<file path="src/mem_msg_pkg.sv">
// Memory message definitions
// Opcodes and field widths shared by the command and response
// paths of the tile local memory side.

`default_nettype none

package mem_msg_pkg;

  localparam int ADDR_WIDTH = 40;
  localparam int DATA_WIDTH = 64;

  typedef logic [ADDR_WIDTH-1:0] addr_t;
  typedef logic [DATA_WIDTH-1:0] data_t;

  // Message opcodes
  typedef enum logic
  {
    e_mem_rd = 1'b0,
    e_mem_wr = 1'b1
  } mem_op_e;

endpackage

`default_nettype wire

</file>
<file path="src/tile_map_pkg.sv">
// Tile local memory map
// Local boundary, device id field and register offsets of the
// configuration block and the interrupt timer.

`default_nettype none

package tile_map_pkg;

  // Addresses at or above this go to the cache slice
  localparam mem_msg_pkg::addr_t LOCAL_LIMIT = 40'h00_8000_0000;

  localparam int DEV_LSB   = 20;
  localparam int DEV_WIDTH = 4;
  localparam logic [DEV_WIDTH-1:0] DEV_CLINT = 4'd1;
  localparam logic [DEV_WIDTH-1:0] DEV_CFG   = 4'd2;

  localparam int OFS_WIDTH = 20;
  localparam logic [OFS_WIDTH-1:0] CFG_FREEZE_OFS     = 20'h0_0000;
  localparam logic [OFS_WIDTH-1:0] CFG_CORE_ID_OFS    = 20'h0_0008;
  localparam logic [OFS_WIDTH-1:0] CFG_DID_OFS        = 20'h0_0010;
  localparam logic [OFS_WIDTH-1:0] CLINT_MSIP_OFS     = 20'h0_0000;
  localparam logic [OFS_WIDTH-1:0] CLINT_MTIMECMP_OFS = 20'h0_4000;
  localparam logic [OFS_WIDTH-1:0] CLINT_MTIME_OFS    = 20'h0_BFF8;

  localparam int DID_WIDTH = 16;

endpackage

`default_nettype wire
</file>
<file path="src/mem_msg_if.sv">
// Memory message bundle
// Command (valid/ready) and response (valid/yumi) signals between
// the command switch and one target.

`timescale 1ns/1ps
`default_nettype none

interface mem_msg_if;

  logic                  cmd_v;
  logic                  cmd_ready;
  mem_msg_pkg::mem_op_e  cmd_opcode;
  mem_msg_pkg::addr_t    cmd_addr;
  mem_msg_pkg::data_t    cmd_data;

  logic                  resp_v;
  logic                  resp_yumi;
  mem_msg_pkg::mem_op_e  resp_opcode;
  mem_msg_pkg::addr_t    resp_addr;
  mem_msg_pkg::data_t    resp_data;

  modport sw
  (
    output cmd_v, cmd_opcode, cmd_addr, cmd_data, resp_yumi,
    input  cmd_ready, resp_v, resp_opcode, resp_addr, resp_data
  );

  modport tgt
  (
    input  cmd_v, cmd_opcode, cmd_addr, cmd_data, resp_yumi,
    output cmd_ready, resp_v, resp_opcode, resp_addr, resp_data
  );

endinterface

`default_nettype wire

</file>
<file path="src/cfg_regs.sv">
// Tile configuration registers
// Freeze bit, core id and read-only device id, with a one-entry
// response register answering one cycle after accept.

`timescale 1ns/1ps
`default_nettype none

module cfg_regs
  (
    input  logic                                clk_i,
    input  logic                                arst_n_i,
    mem_msg_if.tgt                              bus_i,
    input  logic [tile_map_pkg::DID_WIDTH-1:0]  did_i,
    output logic                                freeze_o
  );

  localparam int CORE_ID_WIDTH = 16;

  logic                                 accept;
  logic                                 wr_en;
  logic [tile_map_pkg::OFS_WIDTH-1:0]   ofs;
  mem_msg_pkg::data_t                   rd_data;

  logic                      freeze_r;
  logic [CORE_ID_WIDTH-1:0]  core_id_r;

  logic                  resp_v_r;
  mem_msg_pkg::mem_op_e  resp_opcode_r;
  mem_msg_pkg::addr_t    resp_addr_r;
  mem_msg_pkg::data_t    resp_data_r;

  assign accept = bus_i.cmd_v & bus_i.cmd_ready;
  assign wr_en  = accept & (bus_i.cmd_opcode == mem_msg_pkg::e_mem_wr);
  assign ofs    = bus_i.cmd_addr[tile_map_pkg::OFS_WIDTH-1:0];

  // Unknown offsets read as zero
  always_comb
  begin
    rd_data = '0;
    case (ofs)
      tile_map_pkg::CFG_FREEZE_OFS:  rd_data[0] = freeze_r;
      tile_map_pkg::CFG_CORE_ID_OFS: rd_data[CORE_ID_WIDTH-1:0] = core_id_r;
      tile_map_pkg::CFG_DID_OFS:     rd_data[tile_map_pkg::DID_WIDTH-1:0] = did_i;
      default:                       rd_data = '0;
    endcase
  end

  always_ff @(posedge clk_i or negedge arst_n_i)
  begin
    if (!arst_n_i)
    begin
      freeze_r  <= 1'b1;
      core_id_r <= '0;
      resp_v_r  <= 1'b0;
    end
    else
    begin
      if (wr_en && ofs == tile_map_pkg::CFG_FREEZE_OFS)
        freeze_r <= bus_i.cmd_data[0];
      if (wr_en && ofs == tile_map_pkg::CFG_CORE_ID_OFS)
        core_id_r <= bus_i.cmd_data[CORE_ID_WIDTH-1:0];
      if (accept)
        resp_v_r <= 1'b1;
      else if (bus_i.resp_yumi)
        resp_v_r <= 1'b0;
    end
  end

  always_ff @(posedge clk_i)
  begin
    if (accept)
    begin
      resp_opcode_r <= bus_i.cmd_opcode;
      resp_addr_r   <= bus_i.cmd_addr;
      resp_data_r   <= wr_en ? '0 : rd_data;
    end
  end

  assign bus_i.cmd_ready   = ~resp_v_r;
  assign bus_i.resp_v      = resp_v_r;
  assign bus_i.resp_opcode = resp_opcode_r;
  assign bus_i.resp_addr   = resp_addr_r;
  assign bus_i.resp_data   = resp_data_r;

  assign freeze_o = freeze_r;

endmodule

`default_nettype wire

</file>
<file path="src/flat_wrapper.sv">
// flat-port wrapper written by rule: the top's interface ports become plain ports
module cfg_regs_flat 
  (clk_i, arst_n_i, did_i, freeze_o, bus_i_cmd_v, bus_i_cmd_opcode, bus_i_cmd_addr, bus_i_cmd_data, bus_i_resp_yumi, bus_i_cmd_ready, bus_i_resp_v, bus_i_resp_opcode, bus_i_resp_addr, bus_i_resp_data);
  mem_msg_if bus_i_i ();
  input  logic clk_i;
  input  logic arst_n_i;
  input  logic [tile_map_pkg::DID_WIDTH-1:0] did_i;
  output logic freeze_o;
  input wire logic [$bits(bus_i_i.cmd_v)-1:0] bus_i_cmd_v;
  input wire logic [$bits(bus_i_i.cmd_opcode)-1:0] bus_i_cmd_opcode;
  input wire logic [$bits(bus_i_i.cmd_addr)-1:0] bus_i_cmd_addr;
  input wire logic [$bits(bus_i_i.cmd_data)-1:0] bus_i_cmd_data;
  input wire logic [$bits(bus_i_i.resp_yumi)-1:0] bus_i_resp_yumi;
  output wire logic [$bits(bus_i_i.cmd_ready)-1:0] bus_i_cmd_ready;
  output wire logic [$bits(bus_i_i.resp_v)-1:0] bus_i_resp_v;
  output wire logic [$bits(bus_i_i.resp_opcode)-1:0] bus_i_resp_opcode;
  output wire logic [$bits(bus_i_i.resp_addr)-1:0] bus_i_resp_addr;
  output wire logic [$bits(bus_i_i.resp_data)-1:0] bus_i_resp_data;
  assign bus_i_i.cmd_v = bus_i_cmd_v;
  assign bus_i_i.cmd_opcode = bus_i_cmd_opcode;
  assign bus_i_i.cmd_addr = bus_i_cmd_addr;
  assign bus_i_i.cmd_data = bus_i_cmd_data;
  assign bus_i_i.resp_yumi = bus_i_resp_yumi;
  assign bus_i_cmd_ready = bus_i_i.cmd_ready;
  assign bus_i_resp_v = bus_i_i.resp_v;
  assign bus_i_resp_opcode = bus_i_i.resp_opcode;
  assign bus_i_resp_addr = bus_i_i.resp_addr;
  assign bus_i_resp_data = bus_i_i.resp_data;
  cfg_regs u_core (.clk_i(clk_i), .arst_n_i(arst_n_i), .bus_i(bus_i_i), .did_i(did_i), .freeze_o(freeze_o));
endmodule
</file>
<file path="config.mk">
export PLATFORM = sky130hd
export DESIGN_NAME = cfg_regs_flat
export DESIGN_NICKNAME = d
export VERILOG_FILES = /design/src/mem_msg_pkg.sv /design/src/tile_map_pkg.sv /design/src/mem_msg_if.sv /design/src/cfg_regs.sv /design/src/flat_wrapper.sv
export SDC_FILE = /design/constraint.sdc
export NUM_CORES = 1
export LEC_CHECK = 0
export BUFFER_PORTS_ARGS = -buffer_cell sky130_fd_sc_hd__buf_2
export CAP_MARGIN = 25
export CORE_AREA = 2 2 91 93
export DETAILED_ROUTE_END_ITERATION = 8
export DIE_AREA = 0 0 93 95
export PLACE_DENSITY_LB_ADDON = 0.3
export SYNTH_ARGS = -nofsm -noshare
export SYNTH_HDL_FRONTEND = slang
export SYNTH_SLANG_ARGS = --single-unit
</file>
<file path="constraint.sdc">
create_clock -name clk_i -period 5.8 [get_ports clk_i]
set_clock_uncertainty 0.2 [all_clocks]
set_input_delay 0.58 -clock clk_i [delete_from_list [all_inputs] [get_ports clk_i]]
set_output_delay 0.58 -clock clk_i [all_outputs]
set_load 0.02 [all_outputs]
</file>
==> metrics.md <==
| Metric | Value |
|---|---|
| Num CTS Buffers | 9 |
| Global-route wire length before repair | 8400 microns |
| Die area | 8840 sq um |
| WL met3 | 539 microns |
| Leakage | 1.78 nW |
| Post-DP HPWL | 4540 microns |
| Vias in the first global route | 1690 |
| DR iter-0 viols | 96 |
| Final Cycle Share | 43.4% |
| Final hold vios | 0 |
| Final Wtd Congestion | 0.810 |
| Vias per Instance | 4.23 |
| H-Tree Depth | 3 |
| Area growth syn-to-layout | 26.1% |
| CP max FO | 16 |
| I/O pin cnt | 233 |
| Core area | 7930 sq um |
| Status | finished, final reports clean |
| Yosys Warn Count | 0 |
| Post-synthesis cell count | 198 |
| Reg clk slew, reported paths | 70 ps |
| Crit path required time | 5820 ps |
| Final setup violation count | 0 |
| Final Power | 1.14 mW |
| Worst-margin pin slew | 1000 ps |
| ANT cells | 0 |
| Post-DRT Antenna Nets | 0 |
| Pwr Density | 295 nW/um^2 |
| Overflow after GRT | 0 |
| Net count, final | 465 |
| CP Class | primary input to flop |
| Maxcap violations | 0 |
| Post-CTS Resized | 0 |
| Routed length on met2 | 2900 microns |
| Synth Area per Inst | 15.5 sq um |
| Initial antenna violation count | 0 |
| Final critical-path required period | 2520 ps |
| Number of iterations in the first detailed-routing pass | 5 |
| Netlist cell types | 24 |
| Setup WS pre-CTS | 2890 ps |
| Clock Sink Count | 75 |
| CTS Buffer Depth | 2 |
| Detailed Route WL | 5920 microns |
| Top Layer Used | met4 |
| Setup Buffers After CTS | 0 |
| Row cnt | 33 |
| Final WS setup | 3280 ps |
| Port buffer count | 136 |
| Number of remaining DRC errors | 0 |
| Routed via count | 1902 |
| Placed cells | 433 |
| Root Buffer | clkbuf_8 |
| Worst-skew pair later-pin latency | 330 ps |
| Die W | 93 microns |
| Unrepaired setup endpoints after global routing | false |
| Yosys reg bits | 75 |
| CP Capture Type | flop |
| Startpoint types | primary input |
| Area of the mapped netlist | 3070 sq um |
| Total negative slack | 0 ps |
| Maximum vdd drop | 0.102 mV |
| Starting Density | 38.7% |
| Layout Utilization | 48.9% |
| TritonCTS clock tree | done |
| Final Max Slew Viols | 0 |
| Slew HR | 33.0% |
| Non-filler cells, final | 450 |
| Drt wl/cell | 13.2 microns |
| Critical Path AT | 2540 ps |
| Pin count of the biggest net entering global routing | 55 |
| Worst Hold Class | primary input to flop |
| DIE HEIGHT | 95 microns |
| Share of layout cells above drive strength 1 | 46.7% |
| WL met1 | 2320 microns |
| Gr usage total | 12.8% |
| Fmax | 0.397 GHz |
| Sequential-to-total area share from yosys stat | 70.4% |
## cell families after synthesis
kind of cell / after synthesis / synth area share [%]
flops: 75 / 70.4
compound gates: 17 / 4.07
buf+inv: 56 / 13.1
mux: 18 / 6.56
simple gates: 31 / 5.74
other cells: 1 / 0.122
## metrics by stage
step	instance area [sq um]	hold WS [ps]
2_1_floorplan	3250	84.4
3_3_place_gp	3680	273
3_5_place_dp	3680	282
4_1_cts	3870	199
5_1_grt	3870	199
6_report	3870	217
## layer usage
| layer | global-route usage, % | up-vias |
|---|---|---|
| met5 | 0 | - |
| met1 | 14.9 | 872 |
| li1 | - | 908 |
| met3 | 3.51 | 12 |
| met2 | 21.1 | 110 |
| met4 | 8.21 | 0 |
## worst max-delay path, cell delays in order
cell      delay (ps)
buf_2            100
or4_4            540
nor4_4           180
and4bb_1         720
mux2_2           410
## flip-flops by register name (all words and copies together), names as in the netlist
signal and cells:
u_core.bus_i.resp_addr 40, u_core.bus_i.resp_data 16, u_core.bus_i.resp_opcode 1, u_core.bus_i.resp_v 1, u_core.freeze_o 1, u_core.core_id_r 16
## cells in the final DEF (no fill, tap or decap), drive strengths merged
cell / instances
buf: 137
edfxtp: 57
conb: 48
nor2: 19
dfrtp: 17
mux2: 17
a22oi: 15
clkbuf: 9
clkinv: 5
nor4: 3
inv: 2
nand3b: 2
nor2b: 2
nor3: 1
nand3: 1
or4: 1
mux2i: 1
a21oi: 1
and4bb: 1
o21bai: 1
and4b: 1
bufinv: 1
clkinvlp: 1
dlygate4sd3: 1
dfstp: 1
## layout make-up
| cell class | count | area (sq um) |
|---|---|---|
| clock buffer | 9 | 124 |
| clock inverter | 7 | 58.8 |
| fill | 727 | 4050 |
| inverter | 2 | 7.51 |
| multi-input combinational | 114 | 691 |
| sequential | 75 | 2160 |
| tap | 105 | 131 |
| timing repair buffer | 138 | 698 |
## synth_stat cells (all sizes together)
cell    number  area share (%)
buf         50              12
nor4         3             1.1
dfstp        1            0.86
a21oi        1            0.16
mux2i        1            0.33
nand3b       2            0.49
inv          2            0.24
clkbuf       4            0.49
nor2        19             2.3
a22oi       15             3.7
and4b        1            0.33
mux2        17             6.2
nor2b        2            0.41
nand3        1            0.16
o21bai       1            0.24
or4          1            0.37
nor3         1            0.16
conb         1            0.12
dfrtp       17              14
edfxtp      57              56
and4bb       1            0.41
## where the power goes
| part | switching [mW] | internal, mW |
|---|---|---|
| logic | 0.107 | 0.0424 |
| registers | 0.00677 | 0.614 |
| clock network | 0.179 | 0.193 |
| total | 0.293 | 0.849 |
## timing repair
item | in CTS | in global routing
hold buffers | 1 | 0
endpoints found under the setup margin | 0 | 0
endpoints found under the hold margin | 17 | 0
## path summary, 6_finish.rpt
| check | startpoint | to | slack [ps] | depth (start not counted) |
|---|---|---|---|---|
| setup / recovery | bus_i_cmd_addr[12] | u_core.core_id_r[4] | 3280 | 5 |
| hold / removal | bus_i_cmd_addr[34] | u_core.bus_i.resp_addr[34] | 220 | 1 |
| setup reg to reg | u_core.bus_i.resp_v | u_core.core_id_r[4] | 3640 | 4 |
| hold reg to reg | u_core.core_id_r[12] | u_core.core_id_r[12] | 290 | 1 |
| max in group asynchronous | arst_n_i | u_core.freeze_o | 4580 | 2 |
| min in group asynchronous | arst_n_i | u_core.core_id_r[1] | 500 | 2 |
(Power assumes the default switching activity.)
