### src/mem_msg_pkg.sv
// Memory message definitions
// Opcodes and field widths shared by the command and response
// paths of the tile local memory side.

`default_nettype none

package mem_msg_pkg;

  localparam int ADDR_WIDTH = 40;
  localparam int DATA_WIDTH = 64;

  typedef logic [ADDR_WIDTH-1:0] addr_t;
  typedef logic [DATA_WIDTH-1:0] data_t;

  // Message opcodes
  typedef enum logic
  {
    e_mem_rd = 1'b0,
    e_mem_wr = 1'b1
  } mem_op_e;

endpackage

`default_nettype wire

### src/tile_map_pkg.sv
// Tile local memory map
// Local boundary, device id field and register offsets of the
// configuration block and the interrupt timer.

`default_nettype none

package tile_map_pkg;

  // Addresses at or above this go to the cache slice
  localparam mem_msg_pkg::addr_t LOCAL_LIMIT = 40'h00_8000_0000;

  localparam int DEV_LSB   = 20;
  localparam int DEV_WIDTH = 4;
  localparam logic [DEV_WIDTH-1:0] DEV_CLINT = 4'd1;
  localparam logic [DEV_WIDTH-1:0] DEV_CFG   = 4'd2;

  localparam int OFS_WIDTH = 20;
  localparam logic [OFS_WIDTH-1:0] CFG_FREEZE_OFS     = 20'h0_0000;
  localparam logic [OFS_WIDTH-1:0] CFG_CORE_ID_OFS    = 20'h0_0008;
  localparam logic [OFS_WIDTH-1:0] CFG_DID_OFS        = 20'h0_0010;
  localparam logic [OFS_WIDTH-1:0] CLINT_MSIP_OFS     = 20'h0_0000;
  localparam logic [OFS_WIDTH-1:0] CLINT_MTIMECMP_OFS = 20'h0_4000;
  localparam logic [OFS_WIDTH-1:0] CLINT_MTIME_OFS    = 20'h0_BFF8;

  localparam int DID_WIDTH = 16;

endpackage

`default_nettype wire
### src/mem_msg_if.sv
// Memory message bundle
// Command (valid/ready) and response (valid/yumi) signals between
// the command switch and one target.

`timescale 1ns/1ps
`default_nettype none

interface mem_msg_if;

  logic                  cmd_v;
  logic                  cmd_ready;
  mem_msg_pkg::mem_op_e  cmd_opcode;
  mem_msg_pkg::addr_t    cmd_addr;
  mem_msg_pkg::data_t    cmd_data;

  logic                  resp_v;
  logic                  resp_yumi;
  mem_msg_pkg::mem_op_e  resp_opcode;
  mem_msg_pkg::addr_t    resp_addr;
  mem_msg_pkg::data_t    resp_data;

  modport sw
  (
    output cmd_v, cmd_opcode, cmd_addr, cmd_data, resp_yumi,
    input  cmd_ready, resp_v, resp_opcode, resp_addr, resp_data
  );

  modport tgt
  (
    input  cmd_v, cmd_opcode, cmd_addr, cmd_data, resp_yumi,
    output cmd_ready, resp_v, resp_opcode, resp_addr, resp_data
  );

endinterface

`default_nettype wire

### src/clint_timer.sv
// Core-local interrupt timer
// Free-running 64-bit mtime with mtimecmp compare and msip bit.
// Answers each command one cycle after accept.

`timescale 1ns/1ps
`default_nettype none

module clint_timer
  (
    input  logic   clk_i,
    input  logic   arst_n_i,
    mem_msg_if.tgt bus_i,
    output logic   timer_irq_o,
    output logic   software_irq_o
  );

  logic                                 accept;
  logic                                 wr_en;
  logic [tile_map_pkg::OFS_WIDTH-1:0]   ofs;
  mem_msg_pkg::data_t                   rd_data;

  logic [63:0]           mtime_r;
  logic [63:0]           mtimecmp_r;
  logic                  msip_r;
  logic                  timer_irq_r;

  logic                  resp_v_r;
  mem_msg_pkg::mem_op_e  resp_opcode_r;
  mem_msg_pkg::addr_t    resp_addr_r;
  mem_msg_pkg::data_t    resp_data_r;

  assign accept = bus_i.cmd_v & bus_i.cmd_ready;
  assign wr_en  = accept & (bus_i.cmd_opcode == mem_msg_pkg::e_mem_wr);
  assign ofs    = bus_i.cmd_addr[tile_map_pkg::OFS_WIDTH-1:0];

  always_comb
  begin
    case (ofs)
      tile_map_pkg::CLINT_MSIP_OFS:     rd_data = {63'd0, msip_r};
      tile_map_pkg::CLINT_MTIMECMP_OFS: rd_data = mtimecmp_r;
      tile_map_pkg::CLINT_MTIME_OFS:    rd_data = mtime_r;
      default:                          rd_data = '0;
    endcase
  end

  always_ff @(posedge clk_i or negedge arst_n_i)
  begin
    if (!arst_n_i)
    begin
      mtime_r     <= '0;
      mtimecmp_r  <= '1;
      msip_r      <= 1'b0;
      timer_irq_r <= 1'b0;
      resp_v_r    <= 1'b0;
    end
    else
    begin
      // A write to mtime wins over the tick
      if (wr_en && ofs == tile_map_pkg::CLINT_MTIME_OFS)
        mtime_r <= bus_i.cmd_data;
      else
        mtime_r <= mtime_r + 64'd1;
      if (wr_en && ofs == tile_map_pkg::CLINT_MTIMECMP_OFS)
        mtimecmp_r <= bus_i.cmd_data;
      if (wr_en && ofs == tile_map_pkg::CLINT_MSIP_OFS)
        msip_r <= bus_i.cmd_data[0];
      timer_irq_r <= (mtime_r >= mtimecmp_r);
      if (accept)
        resp_v_r <= 1'b1;
      else if (bus_i.resp_yumi)
        resp_v_r <= 1'b0;
    end
  end

  always_ff @(posedge clk_i)
  begin
    if (accept)
    begin
      resp_opcode_r <= bus_i.cmd_opcode;
      resp_addr_r   <= bus_i.cmd_addr;
      resp_data_r   <= wr_en ? '0 : rd_data;
    end
  end

  assign bus_i.cmd_ready   = ~resp_v_r;
  assign bus_i.resp_v      = resp_v_r;
  assign bus_i.resp_opcode = resp_opcode_r;
  assign bus_i.resp_addr   = resp_addr_r;
  assign bus_i.resp_data   = resp_data_r;

  assign timer_irq_o    = timer_irq_r;
  assign software_irq_o = msip_r;

endmodule

`default_nettype wire

### src/flat_wrapper.sv
// flat-port wrapper written by rule: the top's interface ports become plain ports
module clint_timer_flat 
  (clk_i, arst_n_i, timer_irq_o, software_irq_o, bus_i_cmd_v, bus_i_cmd_opcode, bus_i_cmd_addr, bus_i_cmd_data, bus_i_resp_yumi, bus_i_cmd_ready, bus_i_resp_v, bus_i_resp_opcode, bus_i_resp_addr, bus_i_resp_data);
  mem_msg_if bus_i_i ();
  input  logic clk_i;
  input  logic arst_n_i;
  output logic timer_irq_o;
  output logic software_irq_o;
  input wire logic [$bits(bus_i_i.cmd_v)-1:0] bus_i_cmd_v;
  input wire logic [$bits(bus_i_i.cmd_opcode)-1:0] bus_i_cmd_opcode;
  input wire logic [$bits(bus_i_i.cmd_addr)-1:0] bus_i_cmd_addr;
  input wire logic [$bits(bus_i_i.cmd_data)-1:0] bus_i_cmd_data;
  input wire logic [$bits(bus_i_i.resp_yumi)-1:0] bus_i_resp_yumi;
  output wire logic [$bits(bus_i_i.cmd_ready)-1:0] bus_i_cmd_ready;
  output wire logic [$bits(bus_i_i.resp_v)-1:0] bus_i_resp_v;
  output wire logic [$bits(bus_i_i.resp_opcode)-1:0] bus_i_resp_opcode;
  output wire logic [$bits(bus_i_i.resp_addr)-1:0] bus_i_resp_addr;
  output wire logic [$bits(bus_i_i.resp_data)-1:0] bus_i_resp_data;
  assign bus_i_i.cmd_v = bus_i_cmd_v;
  assign bus_i_i.cmd_opcode = bus_i_cmd_opcode;
  assign bus_i_i.cmd_addr = bus_i_cmd_addr;
  assign bus_i_i.cmd_data = bus_i_cmd_data;
  assign bus_i_i.resp_yumi = bus_i_resp_yumi;
  assign bus_i_cmd_ready = bus_i_i.cmd_ready;
  assign bus_i_resp_v = bus_i_i.resp_v;
  assign bus_i_resp_opcode = bus_i_i.resp_opcode;
  assign bus_i_resp_addr = bus_i_i.resp_addr;
  assign bus_i_resp_data = bus_i_i.resp_data;
  clint_timer u_core (.clk_i(clk_i), .arst_n_i(arst_n_i), .bus_i(bus_i_i), .timer_irq_o(timer_irq_o), .software_irq_o(software_irq_o));
endmodule
### config.mk
export PLATFORM = sky130hd
export DESIGN_NAME = clint_timer_flat
export DESIGN_NICKNAME = d
export VERILOG_FILES = /design/src/mem_msg_pkg.sv /design/src/tile_map_pkg.sv /design/src/mem_msg_if.sv /design/src/clint_timer.sv /design/src/flat_wrapper.sv
export SDC_FILE = /design/constraint.sdc
export NUM_CORES = 1
export LEC_CHECK = 0
export BUFFER_PORTS_ARGS = -buffer_cell sky130_fd_sc_hd__buf_2
export CAP_MARGIN = 20
export CORE_MARGIN = 3
export CORE_UTILIZATION = 50
export DETAILED_ROUTE_END_ITERATION = 16
export PLACE_DENSITY = 0.74
export SLEW_MARGIN = 10
export SYNTH_ARGS = -nofsm -noshare
export SYNTH_HDL_FRONTEND = slang
export SYNTH_SLANG_ARGS = --single-unit
### constraint.sdc
create_clock -name clk_i -period 6.3 [get_ports clk_i]
set_clock_uncertainty 0.2 [all_clocks]
set_input_delay 0.945 -clock clk_i [delete_from_list [all_inputs] [get_ports clk_i]]
set_output_delay 0.945 -clock clk_i [all_outputs]
set_load 0.02 [all_outputs]
==> results.cfg <==
[timing]
period_minus_slack_ns = 3.442
post-route-period-util_pct = 54.63
worst_pin_slew_ns = 0.9485
slew_headroom_pct = 36.18
grt_setup_unrepaired = no
max_clock_freq_ghz = 0.2905
finalHoldViolations = 0
finalSetupViolCount = 0
setup_tns_ns = 0
final-max-slew-violation-count = 0

[floorplan]
coreArea_sq_um = 22850
die_y_um = 159.3
io_pins = 218
start_util_pct = 51.42
row_count = 55
dieArea_sq_um = 25370
die-width_um = 159.3

[clock_tree]
cts_tree = built
postCtsSetupBuffers = 0
clk_pin_slew_ns = 0.06
cts_resized = 0
clk_latency_ns = 0.53
numCtsBuffers = 26
clockBufferDepth = 3
clock_sinks = 236
holdBufCountCts = 0
ctsHtreeMaxLevel = 1
cts_root_buf = clkbuf_16

[synthesis]
synthCells = 1116
synth_seq_area_share_pct = 55.42
synth_fp_nets = 1290
netlist_top_cells_count = 164 x nand2_1, 122 x o21ai_0, 105 x edfxtp_1
ys_ff_latch = 236
yosysUniqueCellTypes = 50
syn_area_per_cell_sq_um = 10.53
yosysMostFrequentCell = nand2_1
yosysWarnings = 0
synth_top_area_share_pct = 26.84
async_reset_ff_share_pct = 55.51
synth-edff-count = 105
ys.flop_type = edfxtp_1
netlist_area_sq_um = 11750
synthTopCellsByArea = edfxtp_1 27%, dfstp_2 14%, dfrtp_1 14%
synth_top_area_cell = edfxtp_1

[layout]
area_growth_pct = 18.64
finalCoreUtilization_pct = 61.01
final_cells = 1651
fillers = 1917
nNetsFinal = 1491
drive_gt1_share_pct = 26.40

[setup_path]
crit_family = simple AND/OR/NAND/NOR gates
arrival_ns = 3.61
start_kind = input port
cp_slowest_cell = and2_2
required_ns = 6.47
endpoint_kind = flip-flop
worstPathMaxFanout = 35
crit_type = input port to flip-flop
crit_path_cell_trace = buf_2 -> or4_1 -> nor4_1 -> and2_2 -> buf_4 -> a22oi_1 -> nor2_1
slowest_delay_ns = 0.71
critical_path_buf_inv_count = 2

[global_routing]
grt_use_met1_pct = 31.01
grt_max_degree = 88
grt_util_met2_pct = 38.00
grt_first_pass_wirelength_mm = 47.26
grt_util_met3_pct = 3.980
grt_pass1_vias = 8936
gr-usage-all-layers_pct = 22.75
antenna_found_initial = 2
grt_busiest_layer = met2
grt_overflow = 0

[power]
vdd_drop_max_mv = 0.1478
power.density_nw_per_um2 = 246.0
power_frac_comb_pct = 5.9
p_sw_share_pct = 22.50
p_int_uw = 2658
seq_power_share_pct = 49.1
power_leakage_uw = 0.005843
power.switching_uw = 771.8
pwr-share-clk_pct = 45.0

[route]
drt_iter0_markers = 713
wl_per_cell_um = 17.90
wirelength_mm = 29.56
routed-via-count = 9020
postRouteAntennaNets = 0
viasPerCell = 5.463
first_pass_iters = 5
drc = 0

[placement]
gp_congestion = 0.8935
dp_hpwl_mm = 20.06
dp_cells = 1602
portBuffers = 217

[run]
maxCapViolCount = 0

[hold_path]
hp-class = flip-flop to flip-flop

[status]
status = completed
==> logic make-up after synthesis <==
logic type      Yosys count  share of synthesized area (%)
compound gates          236                          11.96
xor+xnor                 61                          4.547
fa+ha+maj                65                          6.922
buf+inv                 123                          4.537
flops                   236                          55.42
mux                       3                         0.2875
simple gates            392                          16.33
==> worst reg2reg max path, cell delays in order, from the launching register on <==
cell and delay (ns):
dfrtp_1 0.42, nor2b_4 0.11, buf_4 0.56, and2_1 0.31, and3_4 0.74, buf_4 0.52
or4_1 0.19, nand3_1 0.07
==> sequential cells by signal, summed over array words and instances, names as in the netlist <==
signal	count
u_core.mtime_r	64
u_core.software_irq_o	1
u_core.bus_i.resp_addr	40
u_core.bus_i.resp_data	64
u_core.mtimecmp_r	64
u_core.bus_i.resp_v	1
u_core.timer_irq_o	1
u_core.bus_i.resp_opcode	1
==> layout make-up <==
class | count | area (sq um) | share of cell area (%)
Multi-Input combinational cell | 757 | 4736 | 33.98
Sequential cell | 236 | 6511 | 46.71
Tap cell | 313 | 391.6 | 2.810
Antenna cell | 1 | 2.502 | 0.01795
Timing Repair Buffer | 225 | 1149 | 8.241
Clock inverter | 10 | 113.9 | 0.8169
Clock buffer | 38 | 768.2 | 5.512
Inverter | 71 | 266.5 | 1.912
==> layout by cell type, fill, tap and decap left out, types with 3 or more instances in the layout <==
| cell | n |
|---|---|
| buf_2 | 216 |
| nand2_1 | 164 |
| o21ai_0 | 122 |
| edfxtp_1 | 105 |
| nor2_1 | 87 |
| inv_1 | 71 |
| dfrtp_1 | 67 |
| ha_1 | 65 |
| a22oi_1 | 64 |
| dfstp_2 | 64 |
| xor2_1 | 33 |
| nand3_1 | 32 |
| nand4_1 | 31 |
| xnor2_1 | 28 |
| clkbuf_16 | 28 |
| a21oi_1 | 23 |
| nor3_1 | 15 |
| and3_1 | 13 |
| and4_1 | 10 |
| buf_4 | 9 |
| nor4_1 | 8 |
| clkbuf_1 | 7 |
| and2_1 | 5 |
| o21ai_1 | 5 |
| nor4_4 | 4 |
| nand4_2 | 4 |
| or4_1 | 3 |
| a21o_1 | 3 |
| a221oi_1 | 3 |
| o211ai_1 | 3 |
| mux2_2 | 3 |
| clkbuf_8 | 3 |
| clkinvlp_4 | 3 |
==> through the flow <==
step	cell area, sq um	total power, uW	setup WS, ns	hold WS [ns]
after global placement	13050	1914	2.474	0.3005
after global routing	13940	3549	2.642	0.3343
after detailed placement	13050	1915	2.338	0.3057
after CTS	13940	3460	2.878	0.3186
after floorplan	11750	1798	1.180	0.2861
final	13940	3429	2.858	0.3168
==> power by group through the flow <==
stage / combinational [uW] / clock [uW] / sequential [uW]
global route: 217 / 1650 / 1690
finish: 202 / 1540 / 1680
detailed placement: 205 / 0 / 1710
floorplan: 25.4 / 0 / 1770
global placement: 204 / 0 / 1710
CTS: 206 / 1570 / 1680
==> path summary, 6_finish.rpt <==
kind                       cells after the start                 start  slack (ns)                         end
setup / recovery                               7    bus_i_cmd_addr[18]        2.86  u_core.bus_i.resp_data[61]
max in group asynchronous                      2              arst_n_i        4.16          u_core.mtime_r[36]
hold reg to reg                                2  u_core.mtimecmp_r[5]        0.32        u_core.mtimecmp_r[5]
hold / removal                                 2  u_core.mtimecmp_r[5]        0.32        u_core.mtimecmp_r[5]
setup reg to reg                               7   u_core.bus_i.resp_v        3.09          u_core.mtime_r[63]
min in group asynchronous                      1              arst_n_i        0.35          u_core.mtime_r[29]
==> per-layer routing <==
metal | vias to the layer above | wire length [um]
met5 | - | 13
met4 | 2 | 562
met3 | 46 | 1819
met2 | 291 | 14150
met1 | 4317 | 13010
li1 | 4364 | -
(Power assumes the default switching activity.)
