==> config.mk <==
export PLATFORM = sky130hd
export DESIGN_NAME = mem_cmd_switch_flat
export DESIGN_NICKNAME = d
export VERILOG_FILES = /design/src/mem_msg_pkg.sv /design/src/tile_map_pkg.sv /design/src/mem_msg_if.sv /design/src/mem_cmd_switch.sv /design/src/flat_wrapper.sv
export SDC_FILE = /design/constraint.sdc
export NUM_CORES = 1
export LEC_CHECK = 0
export BUFFER_PORTS_ARGS = -buffer_cell sky130_fd_sc_hd__buf_2
export CAP_MARGIN = 20
export CELL_PAD_IN_SITES_DETAIL_PLACEMENT = 0
export CELL_PAD_IN_SITES_GLOBAL_PLACEMENT = 1
export CORE_AREA = 2 2 334 336
export DETAILED_ROUTE_END_ITERATION = 6
export DIE_AREA = 0 0 336 338
export PLACE_DENSITY = 0.3
export REMOVE_ABC_BUFFERS = 1
export SLEW_MARGIN = 20
export SYNTH_ARGS = -nofsm -noshare
export SYNTH_HDL_FRONTEND = slang
export SYNTH_SLANG_ARGS = --single-unit
==> constraint.sdc <==
create_clock -name vclk -period 1.5
set_clock_uncertainty 0.05 [all_clocks]
set_input_delay 0.225 -clock vclk [all_inputs]
set_output_delay 0.225 -clock vclk [all_outputs]
set_load 0.005 [all_outputs]
==> src/mem_msg_pkg.sv <==
// Memory message definitions
// Opcodes and field widths shared by the command and response
// paths of the tile local memory side.

`default_nettype none

package mem_msg_pkg;

  localparam int ADDR_WIDTH = 40;
  localparam int DATA_WIDTH = 64;

  typedef logic [ADDR_WIDTH-1:0] addr_t;
  typedef logic [DATA_WIDTH-1:0] data_t;

  // Message opcodes
  typedef enum logic
  {
    e_mem_rd = 1'b0,
    e_mem_wr = 1'b1
  } mem_op_e;

endpackage

`default_nettype wire

==> src/tile_map_pkg.sv <==
// Tile local memory map
// Local boundary, device id field and register offsets of the
// configuration block and the interrupt timer.

`default_nettype none

package tile_map_pkg;

  // Addresses at or above this go to the cache slice
  localparam mem_msg_pkg::addr_t LOCAL_LIMIT = 40'h00_8000_0000;

  localparam int DEV_LSB   = 20;
  localparam int DEV_WIDTH = 4;
  localparam logic [DEV_WIDTH-1:0] DEV_CLINT = 4'd1;
  localparam logic [DEV_WIDTH-1:0] DEV_CFG   = 4'd2;

  localparam int OFS_WIDTH = 20;
  localparam logic [OFS_WIDTH-1:0] CFG_FREEZE_OFS     = 20'h0_0000;
  localparam logic [OFS_WIDTH-1:0] CFG_CORE_ID_OFS    = 20'h0_0008;
  localparam logic [OFS_WIDTH-1:0] CFG_DID_OFS        = 20'h0_0010;
  localparam logic [OFS_WIDTH-1:0] CLINT_MSIP_OFS     = 20'h0_0000;
  localparam logic [OFS_WIDTH-1:0] CLINT_MTIMECMP_OFS = 20'h0_4000;
  localparam logic [OFS_WIDTH-1:0] CLINT_MTIME_OFS    = 20'h0_BFF8;

  localparam int DID_WIDTH = 16;

endpackage

`default_nettype wire
==> src/mem_msg_if.sv <==
// Memory message bundle
// Command (valid/ready) and response (valid/yumi) signals between
// the command switch and one target.

`timescale 1ns/1ps
`default_nettype none

interface mem_msg_if;

  logic                  cmd_v;
  logic                  cmd_ready;
  mem_msg_pkg::mem_op_e  cmd_opcode;
  mem_msg_pkg::addr_t    cmd_addr;
  mem_msg_pkg::data_t    cmd_data;

  logic                  resp_v;
  logic                  resp_yumi;
  mem_msg_pkg::mem_op_e  resp_opcode;
  mem_msg_pkg::addr_t    resp_addr;
  mem_msg_pkg::data_t    resp_data;

  modport sw
  (
    output cmd_v, cmd_opcode, cmd_addr, cmd_data, resp_yumi,
    input  cmd_ready, resp_v, resp_opcode, resp_addr, resp_data
  );

  modport tgt
  (
    input  cmd_v, cmd_opcode, cmd_addr, cmd_data, resp_yumi,
    output cmd_ready, resp_v, resp_opcode, resp_addr, resp_data
  );

endinterface

`default_nettype wire

==> src/mem_cmd_switch.sv <==
// Local memory command switch
// Decodes the command address, steers the command to the cache
// slice, the timer or the configuration block, and merges the
// three response streams under fixed priority.

`timescale 1ns/1ps
`default_nettype none

module mem_cmd_switch
  (
    input  logic                 cmd_v_i,
    output logic                 cmd_ready_o,
    input  mem_msg_pkg::mem_op_e cmd_opcode_i,
    input  mem_msg_pkg::addr_t   cmd_addr_i,
    input  mem_msg_pkg::data_t   cmd_data_i,
    output logic                 resp_v_o,
    input  logic                 resp_yumi_i,
    output mem_msg_pkg::mem_op_e resp_opcode_o,
    output mem_msg_pkg::addr_t   resp_addr_o,
    output mem_msg_pkg::data_t   resp_data_o,
    mem_msg_if.sw                l2_o,
    mem_msg_if.sw                cfg_o,
    mem_msg_if.sw                clint_o
  );

  logic                                local_cmd;
  logic [tile_map_pkg::DEV_WIDTH-1:0]  dev_id;
  logic                                sel_l2;
  logic                                sel_cfg;
  logic                                sel_clint;

  assign local_cmd = (cmd_addr_i < tile_map_pkg::LOCAL_LIMIT);
  assign dev_id    = cmd_addr_i[tile_map_pkg::DEV_LSB +: tile_map_pkg::DEV_WIDTH];

  // Unknown local ids fall through to the config block
  always_comb
  begin
    sel_l2    = ~local_cmd;
    sel_cfg   = 1'b0;
    sel_clint = 1'b0;
    if (local_cmd)
    begin
      case (dev_id)
        tile_map_pkg::DEV_CLINT: sel_clint = 1'b1;
        tile_map_pkg::DEV_CFG:   sel_cfg   = 1'b1;
        default:                 sel_cfg   = 1'b1;
      endcase
    end
  end

  // Fields go everywhere, valid only to the chosen target
  assign l2_o.cmd_v         = cmd_v_i & sel_l2;
  assign l2_o.cmd_opcode    = cmd_opcode_i;
  assign l2_o.cmd_addr      = cmd_addr_i;
  assign l2_o.cmd_data      = cmd_data_i;
  assign cfg_o.cmd_v        = cmd_v_i & sel_cfg;
  assign cfg_o.cmd_opcode   = cmd_opcode_i;
  assign cfg_o.cmd_addr     = cmd_addr_i;
  assign cfg_o.cmd_data     = cmd_data_i;
  assign clint_o.cmd_v      = cmd_v_i & sel_clint;
  assign clint_o.cmd_opcode = cmd_opcode_i;
  assign clint_o.cmd_addr   = cmd_addr_i;
  assign clint_o.cmd_data   = cmd_data_i;

  assign cmd_ready_o = sel_l2  ? l2_o.cmd_ready  :
                       sel_cfg ? cfg_o.cmd_ready : clint_o.cmd_ready;

  // Slice first, then config, then timer
  assign resp_v_o      = l2_o.resp_v | cfg_o.resp_v | clint_o.resp_v;
  assign resp_opcode_o = l2_o.resp_v  ? l2_o.resp_opcode  :
                         cfg_o.resp_v ? cfg_o.resp_opcode : clint_o.resp_opcode;
  assign resp_addr_o   = l2_o.resp_v  ? l2_o.resp_addr  :
                         cfg_o.resp_v ? cfg_o.resp_addr : clint_o.resp_addr;
  assign resp_data_o   = l2_o.resp_v  ? l2_o.resp_data  :
                         cfg_o.resp_v ? cfg_o.resp_data : clint_o.resp_data;

  assign l2_o.resp_yumi    = resp_yumi_i & l2_o.resp_v;
  assign cfg_o.resp_yumi   = resp_yumi_i & cfg_o.resp_v & ~l2_o.resp_v;
  assign clint_o.resp_yumi = resp_yumi_i & clint_o.resp_v & ~l2_o.resp_v & ~cfg_o.resp_v;

endmodule

`default_nettype wire

==> src/flat_wrapper.sv <==
// flat-port wrapper written by rule: the top's interface ports become plain ports
module mem_cmd_switch_flat 
  (cmd_v_i, cmd_ready_o, cmd_opcode_i, cmd_addr_i, cmd_data_i, resp_v_o, resp_yumi_i, resp_opcode_o, resp_addr_o, resp_data_o, l2_o_cmd_v, l2_o_cmd_opcode, l2_o_cmd_addr, l2_o_cmd_data, l2_o_resp_yumi, l2_o_cmd_ready, l2_o_resp_v, l2_o_resp_opcode, l2_o_resp_addr, l2_o_resp_data, cfg_o_cmd_v, cfg_o_cmd_opcode, cfg_o_cmd_addr, cfg_o_cmd_data, cfg_o_resp_yumi, cfg_o_cmd_ready, cfg_o_resp_v, cfg_o_resp_opcode, cfg_o_resp_addr, cfg_o_resp_data, clint_o_cmd_v, clint_o_cmd_opcode, clint_o_cmd_addr, clint_o_cmd_data, clint_o_resp_yumi, clint_o_cmd_ready, clint_o_resp_v, clint_o_resp_opcode, clint_o_resp_addr, clint_o_resp_data);
  mem_msg_if l2_o_i ();
  mem_msg_if cfg_o_i ();
  mem_msg_if clint_o_i ();
  input  logic cmd_v_i;
  output logic cmd_ready_o;
  input  mem_msg_pkg::mem_op_e cmd_opcode_i;
  input  mem_msg_pkg::addr_t cmd_addr_i;
  input  mem_msg_pkg::data_t cmd_data_i;
  output logic resp_v_o;
  input  logic resp_yumi_i;
  output mem_msg_pkg::mem_op_e resp_opcode_o;
  output mem_msg_pkg::addr_t resp_addr_o;
  output mem_msg_pkg::data_t resp_data_o;
  output wire logic [$bits(l2_o_i.cmd_v)-1:0] l2_o_cmd_v;
  output wire logic [$bits(l2_o_i.cmd_opcode)-1:0] l2_o_cmd_opcode;
  output wire logic [$bits(l2_o_i.cmd_addr)-1:0] l2_o_cmd_addr;
  output wire logic [$bits(l2_o_i.cmd_data)-1:0] l2_o_cmd_data;
  output wire logic [$bits(l2_o_i.resp_yumi)-1:0] l2_o_resp_yumi;
  input wire logic [$bits(l2_o_i.cmd_ready)-1:0] l2_o_cmd_ready;
  input wire logic [$bits(l2_o_i.resp_v)-1:0] l2_o_resp_v;
  input wire logic [$bits(l2_o_i.resp_opcode)-1:0] l2_o_resp_opcode;
  input wire logic [$bits(l2_o_i.resp_addr)-1:0] l2_o_resp_addr;
  input wire logic [$bits(l2_o_i.resp_data)-1:0] l2_o_resp_data;
  output wire logic [$bits(cfg_o_i.cmd_v)-1:0] cfg_o_cmd_v;
  output wire logic [$bits(cfg_o_i.cmd_opcode)-1:0] cfg_o_cmd_opcode;
  output wire logic [$bits(cfg_o_i.cmd_addr)-1:0] cfg_o_cmd_addr;
  output wire logic [$bits(cfg_o_i.cmd_data)-1:0] cfg_o_cmd_data;
  output wire logic [$bits(cfg_o_i.resp_yumi)-1:0] cfg_o_resp_yumi;
  input wire logic [$bits(cfg_o_i.cmd_ready)-1:0] cfg_o_cmd_ready;
  input wire logic [$bits(cfg_o_i.resp_v)-1:0] cfg_o_resp_v;
  input wire logic [$bits(cfg_o_i.resp_opcode)-1:0] cfg_o_resp_opcode;
  input wire logic [$bits(cfg_o_i.resp_addr)-1:0] cfg_o_resp_addr;
  input wire logic [$bits(cfg_o_i.resp_data)-1:0] cfg_o_resp_data;
  output wire logic [$bits(clint_o_i.cmd_v)-1:0] clint_o_cmd_v;
  output wire logic [$bits(clint_o_i.cmd_opcode)-1:0] clint_o_cmd_opcode;
  output wire logic [$bits(clint_o_i.cmd_addr)-1:0] clint_o_cmd_addr;
  output wire logic [$bits(clint_o_i.cmd_data)-1:0] clint_o_cmd_data;
  output wire logic [$bits(clint_o_i.resp_yumi)-1:0] clint_o_resp_yumi;
  input wire logic [$bits(clint_o_i.cmd_ready)-1:0] clint_o_cmd_ready;
  input wire logic [$bits(clint_o_i.resp_v)-1:0] clint_o_resp_v;
  input wire logic [$bits(clint_o_i.resp_opcode)-1:0] clint_o_resp_opcode;
  input wire logic [$bits(clint_o_i.resp_addr)-1:0] clint_o_resp_addr;
  input wire logic [$bits(clint_o_i.resp_data)-1:0] clint_o_resp_data;
  assign l2_o_cmd_v = l2_o_i.cmd_v;
  assign l2_o_cmd_opcode = l2_o_i.cmd_opcode;
  assign l2_o_cmd_addr = l2_o_i.cmd_addr;
  assign l2_o_cmd_data = l2_o_i.cmd_data;
  assign l2_o_resp_yumi = l2_o_i.resp_yumi;
  assign l2_o_i.cmd_ready = l2_o_cmd_ready;
  assign l2_o_i.resp_v = l2_o_resp_v;
  assign l2_o_i.resp_opcode = l2_o_resp_opcode;
  assign l2_o_i.resp_addr = l2_o_resp_addr;
  assign l2_o_i.resp_data = l2_o_resp_data;
  assign cfg_o_cmd_v = cfg_o_i.cmd_v;
  assign cfg_o_cmd_opcode = cfg_o_i.cmd_opcode;
  assign cfg_o_cmd_addr = cfg_o_i.cmd_addr;
  assign cfg_o_cmd_data = cfg_o_i.cmd_data;
  assign cfg_o_resp_yumi = cfg_o_i.resp_yumi;
  assign cfg_o_i.cmd_ready = cfg_o_cmd_ready;
  assign cfg_o_i.resp_v = cfg_o_resp_v;
  assign cfg_o_i.resp_opcode = cfg_o_resp_opcode;
  assign cfg_o_i.resp_addr = cfg_o_resp_addr;
  assign cfg_o_i.resp_data = cfg_o_resp_data;
  assign clint_o_cmd_v = clint_o_i.cmd_v;
  assign clint_o_cmd_opcode = clint_o_i.cmd_opcode;
  assign clint_o_cmd_addr = clint_o_i.cmd_addr;
  assign clint_o_cmd_data = clint_o_i.cmd_data;
  assign clint_o_resp_yumi = clint_o_i.resp_yumi;
  assign clint_o_i.cmd_ready = clint_o_cmd_ready;
  assign clint_o_i.resp_v = clint_o_resp_v;
  assign clint_o_i.resp_opcode = clint_o_resp_opcode;
  assign clint_o_i.resp_addr = clint_o_resp_addr;
  assign clint_o_i.resp_data = clint_o_resp_data;
  mem_cmd_switch u_core (.cmd_v_i(cmd_v_i), .cmd_ready_o(cmd_ready_o), .cmd_opcode_i(cmd_opcode_i), .cmd_addr_i(cmd_addr_i), .cmd_data_i(cmd_data_i), .resp_v_o(resp_v_o), .resp_yumi_i(resp_yumi_i), .resp_opcode_o(resp_opcode_o), .resp_addr_o(resp_addr_o), .resp_data_o(resp_data_o), .l2_o(l2_o_i), .cfg_o(cfg_o_i), .clint_o(clint_o_i));
endmodule
==> flow_metrics.py, run 1 <==
metrics = {
    "outcome": {
        "status": "finished with violations",
        "violations": "setup timing",
    },
    "setup_path": {
        "crit_chain": "buf_8 -> buf_12 -> buf_4 -> buf_4 -> mux2i_2 -> o21ai_4 -> buf_2",
        "slowest_stage": "o21ai_4",
        "end_kind": "output pin",
        "critPathLaunch": "cfg_o_resp_v",
        "crit_type": "input pin to output pin",
        "critical_path_peak_fanout": 6,
        "critPathLaunchType": "input pin",
        "critPathTopFamily": "buffers and inverters",
        "critPathArrivalTime_ps": 1390,
        "worst_path_most_repeated_cell": "buf_4",
        "cpPeakStageDelay_ps": 270,
        "cp_num_buf_inv": 5,
        "crit_required_ps": 1220,
    },
    "detailed_routing": {
        "wl_um": 69710,
        "post-route-drc-count": 0,
        "routedWlPerCell_um": 29.02,
        "dr_total_vias": 5887,
        "drt_first_iter_violations": 296,
        "avgViaCountPerCell": 2.451,
        "first_pass_iters": 4,
        "drtAntennaViolNets": 0,
    },
    "yosys": {
        "synth_mux_area_share_pct": 22.71,
        "yosys.area_share.simple_pct": 10.52,
        "synth-compound-area-share_pct": 11.21,
        "synth_top_family_by_area": "buffers and inverters",
        "synth_xor_area_share_pct": 0,
        "synthAdderAreaFrac_pct": 0,
        "syn_inst": 683,
        "syn_area_per_cell_um2": 6.947,
        "synthDistinctLibCells": 21,
        "syn-cell-area_um2": 4745,
        "yosysSeqAreaShare_pct": 0,
        "yosysWarnings": 0,
    },
    "floorplanning": {
        "start_util_pct": 4.311,
        "core_um2": 110100,
        "dieWidth_um": 336,
        "die_area_um2": 113600,
        "fp.dieH_um": 338,
        "ios": 856,
        "fp-row-count": 122,
    },
    "sta": {
        "fin_crit_ps": 1661,
        "worst_pin_slew_ps": 338.9,
        "rsz0062_at_grt": "true",
        "setup_viol": 65,
        "slew_headroom_pct": 77.25,
        "period_share_pct": 110.7,
        "finalWorstSetupSlack_ps": -160.5,
        "hold_violations": 0,
        "slew_viol_final": 0,
        "finalSetupTns_ps": -4048,
        "fmax_ghz": 0.6022,
    },
    "pwr": {
        "ir_drop_uv": 114.6,
        "p_leak_nw": 3.635,
        "power_density_nw_per_um2": 295.5,
    },
    "clocking": {
        "ctsHoldBuffers": 0,
    },
    "final_layout": {
        "clkbuf_count": 0,
        "final_cell_mix": "buf_2, nand2_1, buf_4",
        "ff_latch_area_um2": 0,
        "nets": 1339,
        "design.seq.count": 0,
        "drive_gt1_share_pct": 70.52,
        "syn_to_final_growth_pct": 70.78,
        "final_common_cell": "buf_2",
    },
    "hold_path": {
        "hp-start": "cmd_data_i[62]",
        "worstHoldPathType": "input pin to output pin",
        "holdPathEnd": "l2_o_cmd_data[62]",
        "hold_depth": 0,
    },
    "global_route": {
        "grt_pass1_vias": 5749,
        "antenna_found_initial": 19,
        "busiest_layer": "met1",
        "grt_max_degree": 36,
        "grt_use_met1_pct": 15.15,
        "gr-total-overflow": 0,
        "grt_pass1_wl_um": 81260,
        "grtUsageMet2_pct": 14.48,
        "grtUsageTotal_pct": 11.47,
        "use_met3_pct": 8.695,
    },
    "placed_design": {
        "dp_hpwl_um": 60500,
        "io_buffers": 488,
        "dp_slack_ps": -777.9,
        "gp_congestion": 0.7439,
    },
    "run": {
        "max-cap-violations": 0,
    },
}
what timing repair did:
item / CTS / global route
gates cloned: 1 / 2
buffers inserted: 4 / 10
gates resized for setup: 154 / 76
pin swaps: 10 / 17
endpoints found under the setup margin: 84 / 85
routing by layer:
layer,wire (um),vias up
met5,828,-
met4,370,32
met3,11840,56
met2,24650,760
met1,32010,2644
li1,-,2395
Yosys cell counts (all sizes together):
library cell | count | area, um^2
nor4 | 1 | 21.27
buf | 339 | 2587
nand2 | 107 | 401.6
and2 | 1 | 6.260
nor3b | 1 | 7.510
mux2 | 2 | 26.27
inv | 1 | 3.750
nand3 | 1 | 10.01
nor4b | 1 | 23.77
nor2 | 2 | 7.510
a31oi | 1 | 6.260
o21ai | 105 | 525.5
or3 | 1 | 6.260
clkbuf | 12 | 45.04
nor3 | 3 | 15.01
mux2i | 105 | 1051
worst max path at each step:
stage          cells after the start  slack, ps               to
2_1_floorplan                      3        110      cmd_ready_o
3_3_place_gp                       5      -1150  resp_data_o[30]
3_5_place_dp                       6       -780  resp_data_o[46]
4_1_cts                            7       -220  resp_data_o[58]
5_1_grt                            7       -200  resp_data_o[41]
6_report                           7       -160  resp_data_o[58]
cell families after synthesis:
family                 count (synthesis)
buffers and inverters                352
and+or+nand+nor                      118
muxes                                107
AOI/OAI and AO/OA                    106
report_power, final:
group,switching [mW],internal (mW)
clock,0,0.000000469
combinational,1.20,1.19
sequential,0,0
total,1.20,1.19
layout make-up:
cell class	count	area [um^2]
multi-input combinational	331	2507
inverter	1	3.754
fill	13050	102000
timing repair buffer	577	3717
tap	1488	1862
antenna	5	12.51
per-stage QoR:
stage	hold WS [ps]	std cells	area, um^2	utilization, %	total power [mW]
final	400.4	2402	8103	7.362	2.394
after global routing	400.3	2402	8103	7.362	2.632
after CTS	400.3	2386	7684	6.981	2.382
after detailed placement	400.3	2381	7172	6.516	2.131
after global placement	400.3	2381	7172	6.516	2.143
after floorplan	400.0	332	2112	-	0.3898
Power figures use the tool's default switching activity.
==> run 2: changes to the inputs <==
Settings changed: SETUP_SLACK_MARGIN set to 0.1.
==> flow_metrics.py, run 2 (synthesis results as in run 1) <==
metrics = {
    "outcome": {
        "status": "finished with violations",
        "violations": "setup timing",
    },
    "final_layout": {
        "multi_input_area_um2": 2915,
        "syn_to_final_growth_pct": 92.77,
        "nFillCells": 12960,
        "drive_gt1_share_pct": 77.14,
        "design.seq.count": 0,
        "fin_area_um2": 9146,
        "final_common_cell": "buf_2",
        "ff_latch_area_um2": 0,
        "final_util_pct": 8.310,
        "nets": 1366,
        "clkbuf_count": 0,
        "final_cell_mix": "buf_2, nand2_1, buf_6",
    },
    "floorplanning": {
        "dieWidth_um": 336,
        "fp-row-count": 122,
        "die_area_um2": 113600,
        "fp.dieH_um": 338,
        "start_util_pct": 4.311,
        "ios": 856,
        "core_um2": 110100,
    },
    "hold_path": {
        "worstHoldPathType": "input pin to output pin",
    },
    "pwr": {
        "total_power_mw": 2.808,
        "swShare_pct": 48.17,
        "pwr-share-clk_pct": 0,
        "ir_drop_uv": 114.9,
        "p_switching_mw": 1.352,
        "seq_power_share_pct": 0,
        "internal_power_mw": 1.455,
        "combPwrFrac_pct": 100.0,
        "p_leak_nw": 3.959,
        "power_density_nw_per_um2": 307.0,
    },
    "global_route": {
        "grtUsageTotal_pct": 11.76,
        "antenna_found_initial": 17,
        "grt_max_degree": 30,
        "gr-total-overflow": 0,
        "grt_pass1_vias": 5979,
        "grt_pass1_wl_um": 83310,
    },
    "sta": {
        "setup_viol": 57,
        "hold_violations": 0,
        "rsz0062_at_grt": "true",
        "period_share_pct": 108.6,
        "fin_crit_ps": 1629,
        "hold-worst-slack_ps": 400.3,
        "finalWorstSetupSlack_ps": -128.6,
        "worst_pin_slew_ps": 398.7,
        "slew_viol_final": 0,
        "fmax_ghz": 0.6140,
        "slew_headroom_pct": 72.85,
    },
    "setup_path": {
        "crit_type": "input pin to output pin",
        "critical_path_peak_fanout": 6,
        "end_kind": "output pin",
        "critPathArrivalTime_ps": 1350,
        "crit_required_ps": 1220,
        "critPathLaunchType": "input pin",
    },
    "detailed_routing": {
        "post-route-drc-count": 0,
        "wl_um": 72040,
        "dr_total_vias": 6130,
        "drt_first_iter_violations": 268,
        "avgViaCountPerCell": 2.523,
        "drtAntennaViolNets": 0,
        "first_pass_iters": 4,
        "routedWlPerCell_um": 29.64,
    },
    "placed_design": {
        "io_buffers": 488,
        "dp_hpwl_um": 60500,
        "place_area_um2": 7172,
        "gp_congestion": 0.7439,
    },
    "clocking": {
        "ctsHoldBuffers": 0,
    },
    "run": {
        "max-cap-violations": 0,
    },
}
[run 2: changes by cell type in the layout (fill, tap and decap cells not counted), sizes merged]
cell / before / now
clkbuf: 3 / 4
bufbuf: 1 / 2
buf: 573 / 598
diode: 5 / 6
[run 2: stage by stage]
step,std cells,TNS (ps),setup WS (ps)
after floorplan,332,0,110.2
after global placement,2381,-16140,-1145
after detailed placement,2381,-15780,-777.9
after CTS,2414,-4852,-186.9
after global routing,2426,-6885,-195.4
final,2430,-2779,-128.6
[run 2: path summary, 6_finish.rpt]
path | startpoint | endpoint | slack [ps] | cells past startpoint
min | cmd_data_i[47] | l2_o_cmd_data[47] | 400 | 0
max | cfg_o_resp_v | resp_data_o[58] | -130 | 7
[run 2: metal layers]
| layer | up-vias | global-route usage, % | wire length [um] |
|---|---|---|---|
| met5 | - | 4.936 | 828 |
| met3 | 69 | 9.284 | 12670 |
| met1 | 2775 | 15.06 | 32080 |
| met2 | 788 | 15.13 | 26050 |
| li1 | 2463 | - | - |
| met4 | 35 | 0.9732 | 401 |
[run 2: power groups by stage]
| stage | combinational (mW) | clock (mW) | sequential [mW] |
|---|---|---|---|
| 2_1_floorplan | 0.390 | 0 | 0 |
| 3_3_place_gp | 2.14 | 0 | 0 |
| 3_5_place_dp | 2.13 | 0 | 0 |
| 4_1_cts | 2.70 | 0 | 0 |
| 5_1_grt | 3.05 | 0.000000179 | 0 |
| 6_report | 2.81 | 0.000000167 | 0 |
[run 2: cell type report]
| class | count | area share [%] |
|---|---|---|
| Antenna cell | 6 | 0.1642 |
| Inverter | 1 | 0.04104 |
| Multi-Input combinational cell | 331 | 31.87 |
| Tap cell | 1488 | 20.36 |
| Timing Repair Buffer | 604 | 47.56 |
[run 2: repair_timing]
item,CTS,global route
gates resized for setup,289,139
setup buffers,28,14
setup endpoints to repair,104,109
pin swaps,28,44
gates cloned,7,4
[run 2: worst max-delay path, cell delays in order]
cell	delay, ps
buf_12	120
buf_16	150
buf_6	130
buf_6	110
mux2i_2	150
o21ai_4	270
buf_2	180
==> run 3: changes to the inputs <==
Settings changed: SETUP_SLACK_MARGIN 0.1 to 0.2.
==> flow_metrics.py, run 3 (synthesis results as in run 1) <==
metrics = {
    "final_layout": {
        "multi_input_area_um2": 2815,
        "nFillCells": 12950,
        "ff_latch_area_um2": 0,
        "design.seq.count": 0,
        "final_common_cell": "buf_2",
        "final_cell_mix": "buf_2, nand2_1, buf_6",
        "syn_to_final_growth_pct": 93.51,
        "clkbuf_count": 0,
        "nets": 1378,
        "drive_gt1_share_pct": 76.48,
    },
    "pwr": {
        "internal_power_mw": 1.465,
        "total_power_mw": 2.803,
        "combPwrFrac_pct": 100.0,
        "seq_power_share_pct": 0,
        "ir_drop_uv": 122.6,
        "swShare_pct": 47.71,
        "power_density_nw_per_um2": 305.2,
        "p_switching_mw": 1.337,
        "pwr-share-clk_pct": 0,
        "p_leak_nw": 4.033,
    },
    "detailed_routing": {
        "post-route-drc-count": 0,
        "routedWlPerCell_um": 29.41,
        "drt_first_iter_violations": 316,
        "avgViaCountPerCell": 2.544,
        "drtAntennaViolNets": 0,
        "wl_um": 71800,
        "dr_total_vias": 6211,
        "first_pass_iters": 4,
    },
    "setup_path": {
        "end_kind": "output pin",
        "critPathTopFamily": "buffers and inverters",
        "critical_path_peak_fanout": 6,
        "crit_required_ps": 1220,
        "critPathArrivalTime_ps": 1380,
        "crit_chain": "buf_12 -> buf_12 -> buf_12 -> buf_16 -> mux2i_4 -> o21ai_4 -> buf_12",
        "cp_num_buf_inv": 5,
        "crit_type": "input pin to output pin",
        "worst_path_most_repeated_cell": "buf_12",
        "slowest_stage": "mux2i_4",
        "cpPeakStageDelay_ps": 370,
        "critPathLaunchType": "input pin",
    },
    "floorplanning": {
        "ios": 856,
        "start_util_pct": 4.311,
        "dieWidth_um": 336,
        "fp.dieH_um": 338,
        "core_um2": 110100,
        "die_area_um2": 113600,
        "fp-row-count": 122,
    },
    "sta": {
        "hold_violations": 0,
        "slew_viol_final": 0,
        "slew_headroom_pct": 78.19,
        "setup_viol": 82,
        "fmax_ghz": 0.6035,
        "hold-worst-slack_ps": 400.3,
        "finalWorstSetupSlack_ps": -156.9,
        "worst_pin_slew_ps": 320.3,
        "fin_crit_ps": 1657,
        "rsz0062_at_grt": "true",
        "period_share_pct": 110.5,
    },
    "global_route": {
        "grt_pass1_vias": 6014,
        "grtUsageTotal_pct": 11.77,
        "grt_max_degree": 30,
        "gr-total-overflow": 0,
        "antenna_found_initial": 18,
        "grt_pass1_wl_um": 83470,
    },
    "outcome": {
        "status": "finished with violations",
        "violations": "setup timing",
    },
    "placed_design": {
        "dp_slack_ps": -777.9,
        "io_buffers": 488,
        "dp_hpwl_um": 60500,
        "gp_congestion": 0.7439,
    },
    "clocking": {
        "ctsHoldBuffers": 0,
    },
    "run": {
        "max-cap-violations": 0,
    },
    "hold_path": {
        "holdPathEnd": "cfg_o_cmd_addr[9]",
        "worstHoldPathType": "input pin to output pin",
        "hp-start": "cmd_addr_i[9]",
        "hold_depth": 0,
    },
}
==> run 3: cell types whose count changed in the layout (fill, tap and decap cells not counted), moves of 5 or more <==
cell	delta
mux2i_1	+5
buf_6	+8
mux2i_4	-6
buf_4	+5
buf_12	-5
==> run 3: worst max path at each step <==
stage / cells after the start / endpoint / slack (ps) / from
after floorplan: 3 / cmd_ready_o / 110 / cmd_addr_i[21]
after global placement: 5 / resp_data_o[30] / -1150 / l2_o_resp_v
after detailed placement: 6 / resp_data_o[46] / -780 / cfg_o_resp_v
after CTS: 7 / resp_data_o[58] / -190 / cfg_o_resp_v
after global routing: 8 / resp_data_o[48] / -200 / cfg_o_resp_v
final: 7 / resp_data_o[56] / -160 / cfg_o_resp_v
==> run 3: power groups by stage <==
stage	sequential, mW	clock [mW]	combinational [mW]
floorplan	0	0	0.390
global placement	0	0	2.14
detailed placement	0	0	2.13
CTS	0	0	2.72
global route	0	0	3.06
finish	0	0.000000387	2.80
==> run 3: final cells by class <==
class	instances	share of cell area [%]
timing repair buffer	616	48.88
multi-input combinational	331	30.66
tap	1488	20.28
antenna	5	0.1363
inverter	1	0.04088
==> run 3: layer usage <==
layer / wire (um) / global-route usage, % / vias to the layer above
li1: - / - / 2491
met1: 32510 / 15.37 / 2836
met2: 25810 / 15.16 / 774
met3: 12160 / 8.867 / 76
met4: 392 / 1.021 / 34
met5: 925 / 4.255 / -
==> run 3: what timing repair did <==
| action | CTS | global route |
|---|---|---|
| buffers inserted | 31 | 12 |
| cloned | 7 | 5 |
| pin swaps | 26 | 40 |
| endpoints found under the setup margin | 112 | 112 |
| resized for setup | 302 | 99 |
==> run 3: metrics by stage <==
step / TNS [ps] / instances / util (%) / area, um^2
finish: -4000 / 2441 / 8.342 / 9181
global route: -8877 / 2436 / 8.331 / 9169
CTS: -4792 / 2419 / 7.767 / 8548
detailed placement: -15780 / 2381 / 6.516 / 7172
global placement: -16140 / 2381 / 6.516 / 7172
floorplan: 0 / 332 / - / 2112
